### config.mk
export PLATFORM = sky130hd
export DESIGN_NAME = correlator_top
export DESIGN_NICKNAME = d
export VERILOG_FILES = /design/src/corr_sample_pkg.sv /design/src/corr_acc_pkg.sv /design/src/correlator_top.sv /design/src/result_readout.sv /design/src/baseline_correlator.sv /design/src/line_sampler.sv
export SDC_FILE = /design/constraint.sdc
export NUM_CORES = 1
export LEC_CHECK = 0
export ABC_CLOCK_PERIOD_IN_PS = 9000
export BUFFER_PORTS_ARGS = -buffer_cell sky130_fd_sc_hd__buf_4
export CAP_MARGIN = 20
export CORE_UTILIZATION = 45
export CTS_CLUSTER_DIAMETER = 100
export CTS_CLUSTER_SIZE = 28
export DETAILED_ROUTE_END_ITERATION = 7
export PLACE_DENSITY = 0.6
export SLEW_MARGIN = 5
export SYNTH_ARGS = -nofsm -noshare
export SYNTH_HDL_FRONTEND = slang
export SYNTH_SLANG_ARGS = --single-unit
### constraint.sdc
create_clock -name clk -period 9 [get_ports clk]
set_input_delay 2.25 -clock clk [delete_from_list [all_inputs] [get_ports clk]]
set_output_delay 2.25 -clock clk [all_outputs]
set_load 0.02 [all_outputs]
### src/corr_sample_pkg.sv
/* Input side types for the correlator
 * Samples, tap indices and the per-line delay line
 */

package corr_sample_pkg;

	// Sample width and taps per delay line
	localparam int SAMPLE_W = 4;
	localparam int DEPTH = 8;

	typedef logic [SAMPLE_W-1:0] sample_t;

	// Delay in taps, wide enough to address every tap
	typedef logic [$clog2(DEPTH)-1:0] tap_idx_t;

	// ####################################################################
	// Delay line of one input
	// ####################################################################

	// Tap 0 holds the newest sample
	typedef struct packed {
		sample_t [DEPTH-1:0] tap;
	} line_taps_t;

endpackage
### src/corr_acc_pkg.sv
/* Correlation side types
 * Signed terms, accumulator pairs and the accumulation limit
 */

package corr_acc_pkg;

	localparam int TERM_W = 10;
	localparam int ACC_W = 16;

	typedef logic signed [TERM_W-1:0] term_t;
	typedef logic signed [ACC_W-1:0] acc_t;

	// ####################################################################
	// Result of one baseline
	// ####################################################################

	typedef struct packed {
		acc_t i;
		acc_t q;
	} acc_pair_t;

	// Largest term a single sample pair can add
	localparam int MAX_PRODUCT = ((1 << corr_sample_pkg::SAMPLE_W) - 1) ** 2;

	// Below this value one more term can never overflow
	localparam acc_t ACC_LIMIT = acc_t'((2 ** (ACC_W - 1)) - 1 - MAX_PRODUCT);

endpackage

### src/correlator_top.sv
/* Correlator top level
 * Line samplers feeding pairwise baselines and a snapshot readout
 */

`timescale 1ns/1ps

module correlator_top #(
	parameter int NUM_INPUTS = 4,
	parameter int NUM_BASELINES = 4,
	localparam int SEL_W = (NUM_BASELINES > 1) ? $clog2(NUM_BASELINES) : 1
) (
	input  logic                                       clk,
	input  logic                                       reset_i,
	input  logic                                       enable_i,
	input  logic [NUM_INPUTS-1:0]                      strobe_i,
	input  corr_sample_pkg::sample_t [NUM_INPUTS-1:0]  adc_i,
	input  corr_sample_pkg::tap_idx_t [NUM_INPUTS-1:0] delay_i,
	input  logic [NUM_BASELINES-1:0]                   mode_i,
	input  logic                                       snapshot_i,
	input  logic [SEL_W-1:0]                           sel_i,
	output corr_acc_pkg::acc_pair_t                    result_o,
	output logic                                       result_valid_o
);

	import corr_sample_pkg::*;
	import corr_acc_pkg::*;

	line_taps_t [NUM_INPUTS-1:0]   line_taps;
	logic [NUM_INPUTS-1:0]         line_new;
	acc_pair_t [NUM_BASELINES-1:0] baseline_acc;

	// ####################################################################
	// Input lines
	// ####################################################################

	for (genvar l = 0; l < NUM_INPUTS; l++) begin : g_line
		line_sampler i_sampler (
			.clk      (clk),
			.reset_i  (reset_i),
			.strobe_i (strobe_i[l]),
			.sample_i (adc_i[l]),
			.taps_o   (line_taps[l]),
			.new_o    (line_new[l])
		);
	end

	// ####################################################################
	// Baselines
	// ####################################################################

	for (genvar b = 0; b < NUM_BASELINES; b++) begin : g_baseline
		// Pairing wraps around and widens the stride every NUM_INPUTS baselines
		localparam int FIRST = b % NUM_INPUTS;
		localparam int SECOND = (b + b / NUM_INPUTS + 1) % NUM_INPUTS;

		baseline_correlator i_corr (
			.clk           (clk),
			.reset_i       (reset_i),
			.enable_i      (enable_i),
			.mode_i        (mode_i[b]),
			.new_i         (line_new[FIRST]),
			.first_taps_i  (line_taps[FIRST]),
			.second_taps_i (line_taps[SECOND]),
			.delay_i       (delay_i[SECOND]),
			.acc_o         (baseline_acc[b])
		);
	end

	result_readout #(
		.NUM_BASELINES (NUM_BASELINES)
	) i_readout (
		.clk            (clk),
		.reset_i        (reset_i),
		.snapshot_i     (snapshot_i),
		.sel_i          (sel_i),
		.acc_i          (baseline_acc),
		.result_o       (result_o),
		.result_valid_o (result_valid_o)
	);

endmodule

### src/result_readout.sv
/* Result readout
 * Freezes all accumulator pairs on a snapshot and presents one by index
 */

`timescale 1ns/1ps

module result_readout #(
	parameter int NUM_BASELINES = 4,
	localparam int SEL_W = (NUM_BASELINES > 1) ? $clog2(NUM_BASELINES) : 1
) (
	input  logic                                        clk,
	input  logic                                        reset_i,
	input  logic                                        snapshot_i,
	input  logic [SEL_W-1:0]                            sel_i,
	input  corr_acc_pkg::acc_pair_t [NUM_BASELINES-1:0] acc_i,
	output corr_acc_pkg::acc_pair_t                     result_o,
	output logic                                        result_valid_o
);

	import corr_acc_pkg::*;

	acc_pair_t [NUM_BASELINES-1:0] bank_q;

	// Set by the first snapshot after reset
	logic snap_seen_q;

	// ####################################################################
	// Snapshot bank
	// ####################################################################

	always_ff @(posedge clk) begin
		if (snapshot_i) begin
			bank_q <= acc_i;
		end
	end

	always_ff @(posedge clk) begin
		if (reset_i) begin
			snap_seen_q <= 1'b0;
			result_o <= '0;
			result_valid_o <= 1'b0;
		end else begin
			if (snapshot_i)
				snap_seen_q <= 1'b1;
			result_valid_o <= snap_seen_q;
			// Bank holds nothing useful before the first snapshot
			if (snap_seen_q && (sel_i < NUM_BASELINES))
				result_o <= bank_q[sel_i];
			else
				result_o <= '0;
		end
	end

endmodule

### src/baseline_correlator.sv
/* Baseline correlator
 * Forms I and Q terms of a line pair and accumulates them until the limit
 */

`timescale 1ns/1ps

module baseline_correlator (
	input  logic                        clk,
	input  logic                        reset_i,
	input  logic                        enable_i,
	input  logic                        mode_i,
	input  logic                        new_i,
	input  corr_sample_pkg::line_taps_t first_taps_i,
	input  corr_sample_pkg::line_taps_t second_taps_i,
	input  corr_sample_pkg::tap_idx_t   delay_i,
	output corr_acc_pkg::acc_pair_t     acc_o
);

	import corr_sample_pkg::*;
	import corr_acc_pkg::*;

	sample_t  first_new;
	sample_t  half_tap;
	sample_t  full_tap;
	tap_idx_t half_delay;

	term_t term_i_q;
	term_t term_q_q;
	logic  term_valid_q;

	logic     below_limit;
	acc_pair_t acc_q;

	// Product when mul is set, otherwise a minus b
	function automatic term_t combine(input sample_t a, input sample_t b, input logic mul);
		term_t ext_a;
		term_t ext_b;
		ext_a = term_t'(a);
		ext_b = term_t'(b);
		if (mul)
			return ext_a * ext_b;
		else
			return ext_a - ext_b;
	endfunction

	// ####################################################################
	// Tap selection
	// ####################################################################

	assign half_delay = delay_i >> 1;
	assign first_new = first_taps_i.tap[0];
	assign half_tap = second_taps_i.tap[half_delay];
	assign full_tap = second_taps_i.tap[delay_i];

	// Stage 1 registers the terms of the newest sample
	always_ff @(posedge clk) begin
		if (reset_i || !enable_i) begin
			term_valid_q <= 1'b0;
		end else begin
			term_valid_q <= new_i;
		end
	end

	always_ff @(posedge clk) begin
		if (new_i) begin
			term_i_q <= combine(first_new, half_tap, mode_i);
			term_q_q <= combine(first_new, full_tap, mode_i);
		end
	end

	// ####################################################################
	// Accumulation
	// ####################################################################

	// Both sides freeze as soon as one of them hits the limit
	assign below_limit = (acc_q.i < ACC_LIMIT) && (acc_q.q < ACC_LIMIT);

	always_ff @(posedge clk) begin
		if (reset_i || !enable_i) begin
			acc_q <= '0;
		end else if (term_valid_q && below_limit) begin
			acc_q.i <= acc_q.i + acc_t'(term_i_q);
			acc_q.q <= acc_q.q + acc_t'(term_q_q);
		end
	end

	assign acc_o = acc_q;

endmodule

### src/line_sampler.sv
/* Line sampler
 * Captures one sample per strobe level change and shifts the delay line
 */

`timescale 1ns/1ps

module line_sampler (
	input  logic                        clk,
	input  logic                        reset_i,
	input  logic                        strobe_i,
	input  corr_sample_pkg::sample_t    sample_i,
	output corr_sample_pkg::line_taps_t taps_o,
	output logic                        new_o
);

	import corr_sample_pkg::*;

	// Last strobe level seen
	logic strobe_q;

	line_taps_t taps_q;
	logic       change;

	// Either edge of the strobe marks a new sample
	assign change = (strobe_i != strobe_q);

	// ####################################################################
	// Strobe tracking and delay line
	// ####################################################################

	always_ff @(posedge clk) begin
		if (reset_i) begin
			strobe_q <= 1'b0;
			taps_q <= '0;
			new_o <= 1'b0;
		end else begin
			new_o <= change;
			if (change) begin
				strobe_q <= strobe_i;
				// Oldest tap drops out at the top
				taps_q.tap <= {taps_q.tap[DEPTH-2:0], sample_i};
			end
		end
	end

	assign taps_o = taps_q;

endmodule

==> results_dict.tcl, run 1 <==
set metrics [dict create \
    post_drt_wl_per_cell_um 17.92 \
    die-height_um 256.6 \
    stdcell_count 3765 \
    critPathRequiredTime_ns 9.34 \
    report.final.hold_viol_count 0 \
    design.die.area_um2 65870 \
    ys.warnings.count 0 \
    clock_insertion_delay_worst_skew_ns 0.59 \
    multi_input_comb_area_um2 16220 \
    grt_pass1_vias 19858 \
    numClockSinks 502 \
    ctsHtreeMaxLevel 1 \
    postCtsHoldBufs 0 \
    syn_avg_cell_area_um2 10.06 \
    ir_worst_vdd_mv 0.1275 \
    sw_frac_of_total 0.2670 \
    synth.cell_area_um2 29180 \
    initial_core_util 0.4592 \
    layout_common_cells "nand2_1, dfxtp_1, ha_1" \
    pwr-share-clk 0.302 \
    port_buffers 74 \
    final_min_period_over_clock_period 0.5894 \
    total_power_mw 4.346 \
    die_x_um 256.6 \
    cap_viol_max_count 0 \
    cellLeakagePower_nw 12.61 \
    drt-total-wl_um 67480 \
    placed_cell_area_um2 30590 \
    path_class "input port to register" \
    placeableCoreArea_um2 63540 \
    reg2reg_setup_slack_ns 5.04 \
    startpoint_type "input port" \
    clkSlewWorstSetupHoldPaths_ns 0.11 \
    grt_antenna_before_repair 1 \
    area_growth_pct 7.435 \
    detail_route.vias_per_cell 5.511 \
    synth_cells 2900 \
    synthTopCellsByArea "dfxtp_1, edfxtp_1, ha_1" \
    io_pins 75 \
    internal_power_mw 3.185 \
    final_period_minus_worst_setup_slack_ns 5.305 \
    timing.hold.worst.start "g_baseline[2].i_corr.acc_o[0]" \
    cts.path.max_buffers 3 \
    postSynth.asyncResetShare 0 \
    number_of_drc_markers_in_iteration_0 1217 \
    power_per_cell_area_nw_per_um2 138.6 \
    postCtsResizedCells 0 \
    setup_tns_ns 0 \
    cp.arrival_ns 5.64 \
    setup.worst_path.end_class "register" \
    fmax_mhz 188.5 \
    synth-seq-area-share 0.4130 \
    synth.top_cell.area_share 0.2072 \
    min_delay_path_depth 0 \
    synth.distinct_cells 62 \
    first_pass_iters 5 \
    grt_util_all_layers 0.2024 \
    tritoncts "yes" \
    cts.repair_timing.setup_buffer_count 0 \
    hold_class "register to register" \
    final-seq-area_um2 12050 \
    drive_above_1_share 0.08530 \
    crit-reg2reg-capture "g_baseline[0].i_corr.term_q_q[7]" \
    worst_r2r_startpoint "g_line[1].i_sampler.taps_o[2]" \
    leading_register_cell_type_out_of_synthesis "dfxtp_1" \
    drcViolationCount 0 \
    insertedDiodeCount 0 \
    run_status "completed" \
    grt_start_max_net_pins 77 \
    cts-root-buf "clkbuf_16" \
    synth-edff-count 200 \
    worstPathMaxFanout 8 \
    finalHoldWorstSlack_ns 0.4508 \
    dp.final_hpwl_um 50200 \
    dr_total_vias 20750 \
    timing.clock.skew_ns 0.02898 \
    postSynthNetCount 3270 \
    core.rowCount 92 \
    global_placer_s_final_weighted_congestion 0.8480 \
    pwr-share-seq 0.581 \
    synth_top_area_cell "dfxtp_1" \
    cts_inserted_buffers 24 \
    power_frac_comb 0.117 \
    worstHoldEndpoint "i_readout.bank_q[64]" \
    final_design_area_no_fill_um2 31350 \
    tightest_slew_margin_relative_to_the_limit 0.3780 \
    grt.overflow.total 0 \
    postRouteAntennaNets 0 \
    most_common_cell_after_layout_fill_and_taps_aside "nand2_1" \
    worst-r2r-cell-count 15 \
    worstMarginPinSlew_ns 0.9317 \
    timing.final.max_slew_violations 0 \
    switchingPower_mw 1.160 \
    rsz_0062_raised_after_global_routing "false" \
    placedCellCount 3723 \
    grt_pass1_wl_um 107900 \
    setup_viol 0 \
    synth_seq_cells 502 \
    net_count_of_the_finished_layout 3273 \
    layout_fillers 5783 \
]
==> stage by stage <==
step,setup WS [ns],utilization
after floorplan,3.062,-
after CTS,3.690,0.4934
final,3.695,0.4934
after detailed placement,3.035,0.4815
after global placement,3.109,0.4815
after global routing,3.387,0.4934
==> layer usage <==
| layer | global-route usage | vias up | share of wire |
|---|---|---|---|
| met3 | 0.02007 | 69 | 0.038 |
| met2 | 0.3347 | 367 | 0.46 |
| met4 | 0.05043 | 0 | 0.025 |
| met5 | 0 | - | 0 |
| li1 | - | 10377 | - |
| met1 | 0.2836 | 9937 | 0.48 |
==> critical path: stages <==
cell and delay (ns):
buf_4 0.18, mux4_2 0.52, mux2i_1 0.32, inv_1 0.15, nand2_1 0.11, fa_1 0.40, inv_1 0.09, fa_1 0.43
ha_1 0.31, a21o_1 0.17, a21oi_1 0.22, o21bai_1 0.09, a21oi_1 0.17, xnor2_1 0.08, nand2_1 0.07, nand2_1 0.06
==> state kept, by name (all words and copies together), names as in the netlist <==
signal / cells
g_baseline.i_corr.acc_o: 128
g_line.i_sampler.taps_o: 128
i_readout.bank_q: 128
g_baseline.i_corr.term_i_q: 36
g_baseline.i_corr.term_q_q: 36
i_readout.result_o: 32
g_baseline.i_corr.term_valid_q: 4
g_line.i_sampler.new_o: 4
g_line.i_sampler.strobe_q: 4
i_readout.result_valid_o: 1
i_readout.snap_seen_q: 1
==> worst max path at each step <==
| stage | startpoint | endpoint | slack [ns] | cells past startpoint |
|---|---|---|---|---|
| after floorplan | delay_i[9] | g_baseline[2].i_corr.term_q_q[7] | 3.06 | 16 |
| after global placement | delay_i[9] | g_baseline[2].i_corr.term_q_q[7] | 3.11 | 16 |
| final | delay_i[9] | g_baseline[2].i_corr.term_q_q[7] | 3.70 | 16 |
| after detailed placement | delay_i[3] | g_baseline[0].i_corr.term_q_q[7] | 3.03 | 16 |
| after global routing | delay_i[6] | g_baseline[1].i_corr.term_q_q[7] | 3.39 | 16 |
| after CTS | delay_i[9] | g_baseline[2].i_corr.term_q_q[7] | 3.69 | 16 |
==> cell families after synthesis <==
group           share of synthesized area
compound gates                     0.1328
mux                               0.08541
flops                              0.4130
xor+xnor                          0.03842
buf+inv                           0.03443
simple gates                       0.1430
fa+ha+maj                          0.1530
==> Yosys cell counts (9+ instances only) <==
master and number:
a211o_1 10, a211oi_1 49, a21o_1 49, a21oi_1 274, a31oi_1 9, and2_1 25, and4_1 13, buf_1 17
clkbuf_1 93, dfxtp_1 302, edfxtp_1 200, fa_1 48, ha_1 280, inv_1 139, mux2i_1 69, mux4_2 80
nand2_1 479, nand2b_1 34, nand3_1 37, nand4_1 42, nor2_1 150, nor2b_1 74, nor3_1 12, nor4_1 9
o211ai_1 10, o21a_1 19, o21ai_0 64, o21ai_1 31, o21bai_1 21, o22ai_1 18, or3_1 15, xnor2_1 80
xor2_1 48
==> power by group through the flow <==
stage               clock, mW  combinational (mW)  sequential [mW]
floorplan                   0               0.372             2.54
global placement            0               0.497             2.58
detailed placement          0               0.509             2.58
CTS                      1.36               0.511             2.53
global route             1.43               0.566             2.54
finish                   1.31               0.508             2.52
==> final cells by class <==
class                      instances  share of cell area
sequential                       502              0.3844
tap                              846             0.03376
clock buffer                      33             0.02091
clock inverter                     9            0.003233
timing repair buffer              98             0.02347
inverter                         141             0.01688
multi-input combinational       2136              0.5173
(Power assumes the default switching activity.)
==> run 2, diff against run 1 <==
--- a/config.mk
+++ b/config.mk
@@ -5,14 +5,14 @@
 export SDC_FILE = /design/constraint.sdc
 export NUM_CORES = 1
 export LEC_CHECK = 0
-export ABC_CLOCK_PERIOD_IN_PS = 9000
+export ABC_CLOCK_PERIOD_IN_PS = 4600
 export BUFFER_PORTS_ARGS = -buffer_cell sky130_fd_sc_hd__buf_4
 export CAP_MARGIN = 20
 export CORE_UTILIZATION = 45
 export CTS_CLUSTER_DIAMETER = 100
 export CTS_CLUSTER_SIZE = 28
 export DETAILED_ROUTE_END_ITERATION = 7
-export PLACE_DENSITY = 0.6
+export PLACE_DENSITY = 0.62
 export SLEW_MARGIN = 5
 export SYNTH_ARGS = -nofsm -noshare
 export SYNTH_HDL_FRONTEND = slang
==> constraint.sdc (replaced) <==
create_clock -name clk -period 4.6 [get_ports clk]
set_input_delay 1.15 -clock clk [delete_from_list [all_inputs] [get_ports clk]]
set_output_delay 1.15 -clock clk [all_outputs]
set_load 0.02 [all_outputs]
==> run 2 against run 1 <==
Compared with the run above: total power rose by 100%; cell count rose by 1.5%; sequential share of layout area decreased by 0.63 points; hold slack improved by 0.0056 ns; die area unchanged; count of clock-buffer cells in the layout is 1 lower; non-clock buffer count is 51 higher; flip-flop and latch count is the same; sequential power is 95% higher; combinational power up 110%; critical endpoint is now g_baseline[3].i_corr.term_q_q[6]; highest routed layer unchanged.
==> results_dict.tcl, run 2 (synthesized netlist as in run 1, its figures left out) <==
set metrics [dict create \
    cts.path.max_buffers 3 \
    rsz_0062_raised_after_global_routing "false" \
    global_placer_s_final_weighted_congestion 0.8859 \
    grt_pass1_wl_um 110800 \
    ir_worst_vdd_mv 0.2577 \
    detail_route.vias_per_cell 5.567 \
    drive_above_1_share 0.1045 \
    final_min_period_over_clock_period 0.8836 \
    critical_path.slowest_cell "mux4_2" \
    grt_util_all_layers 0.2069 \
    most_common_cell_after_layout_fill_and_taps_aside "nand2_1" \
    dp.final_hpwl_um 52100 \
    cap_viol_max_count 0 \
    postRouteAntennaNets 0 \
    placeableCoreArea_um2 63540 \
    cts-root-buf "clkbuf_16" \
    clkSlewWorstSetupHoldPaths_ns 0.10 \
    net_count_of_the_finished_layout 3326 \
    drcViolationCount 0 \
    final_period_minus_worst_setup_slack_ns 4.065 \
    critPathRequiredTime_ns 4.95 \
    stdcell_count 3821 \
    insertedDiodeCount 0 \
    path_class "input port to register" \
    die_x_um 256.6 \
    critical-path-top-delay-family "adder cells" \
    port_buffers 74 \
    drt-total-wl_um 69160 \
    report.final.hold_viol_count 0 \
    internal_power_mw 6.339 \
    power_per_cell_area_nw_per_um2 273.9 \
    switchingPower_mw 2.388 \
    sw_frac_of_total 0.2736 \
    fmax_mhz 246.0 \
    postCtsResizedCells 0 \
    design.die.area_um2 65870 \
    post_drt_wl_per_cell_um 18.10 \
    cts_inserted_buffers 26 \
    dr_total_vias 21273 \
    ctsHtreeMaxLevel 1 \
    cts.repair_timing.setup_buffer_count 0 \
    numClockSinks 502 \
    min_delay_path_depth 2 \
    cp.arrival_ns 4.42 \
    finalCoreUtilization 0.5016 \
    reg2reg_setup_slack_ns 0.88 \
    first_pass_iters 7 \
    tightest_slew_margin_relative_to_the_limit 0.3585 \
    postCtsHoldBufs 0 \
    timing.final.max_slew_violations 0 \
    setup_viol 0 \
    power_frac_comb 0.120 \
    timing.clock.skew_ns 0.03360 \
    initial_core_util 0.4592 \
    grt_pass1_vias 20386 \
    number_of_drc_markers_in_iteration_0 1389 \
    cellLeakagePower_nw 12.90 \
    critical_path_buf_inv_count 4 \
    worst-r2r-cell-count 14 \
    core.rowCount 92 \
    worstPathMaxFanout 8 \
    startpoint_type "input port" \
    grt.overflow.total 0 \
    io_pins 75 \
    setup.worst_path.end_class "register" \
    area_growth_pct 9.214 \
    worstPathCellList "buf_4 > mux4_2 > mux2i_1 > inv_1 > nand2_1 > fa_1 > inv_1 > fa_1 > buf_4 > fa_1 > a21oi_1 > nor2_1 > nor2_1 > xnor2_1 > nand2_1 > nand2_1" \
    clock_insertion_delay_worst_skew_ns 0.62 \
    run_status "completed" \
    worstMarginPinSlew_ns 0.9609 \
    grt_antenna_before_repair 1 \
    placedCellCount 3774 \
    die-height_um 256.6 \
    cpPeakStageDelay_ns 0.51 \
    critical_path_depth 16 \
    layout_common_cells "nand2_1, dfxtp_1, ha_1" \
    hold_class "register to register" \
    tritoncts "yes" \
    pwr-share-seq 0.564 \
    grt_start_max_net_pins 70 \
    pwr-share-clk 0.316 \
]
run 2: per-stage QoR:
step                setup slack (ns)  hold slack [ns]  setup TNS, ns  total power, mW  instance area (um2)
floorplan                  0.0005302           0.4287              0            5.698                29200
global placement            -0.06533           0.4360        -0.1059            6.036                30990
detailed placement          -0.09000           0.4445        -0.2451            6.069                30990
CTS                           0.5370           0.4595              0            8.815                31870
global route                  0.3411           0.4834              0            9.084                31870
finish                        0.5353           0.4563              0            8.728                31870
run 2: final timing paths:
path                                      end                           start
max reg2reg  g_baseline[2].i_corr.term_i_q[7]   g_line[3].i_sampler.taps_o[3]
max          g_baseline[3].i_corr.term_q_q[6]                      delay_i[0]
min reg2reg    g_line[0].i_sampler.taps_o[29]  g_line[0].i_sampler.taps_o[29]
min            g_line[0].i_sampler.taps_o[29]  g_line[0].i_sampler.taps_o[29]
run 2: per-layer routing:
metal  track usage  up-vias  wire [um]
li1              -    10483          -
met1        0.2868    10271      31930
met2        0.3360      437      31920
met3       0.02461       82       3099
met4       0.06696        0       2214
met5             0        -          0
run 2: cell type report:
type	instances	area, um2
clock inverters	15	195.2
clock buffers	32	683.2
repair buffers	149	1119
flip-flops and latches	502	12050
fillers	5748	31670
well taps	846	1059
multi-input cells	2136	16230
inverters	141	529.3
run 2: power groups by stage:
stage	logic, mW	registers, mW	clock network, mW
2_1_floorplan	0.729	4.97	0
3_3_place_gp	1.02	5.02	0
3_5_place_dp	1.04	5.02	0
4_1_cts	1.05	4.92	2.84
5_1_grt	1.16	4.94	2.98
6_report	1.05	4.92	2.76
run 2: tightest hold or removal path: cells and delay by family (launching register included):
family | cells | cell delay (ns)
and+or+nand+nor | 1 | 0.05
DFF | 1 | 0.32
AOI/OAI and AO/OA | 1 | 0.05
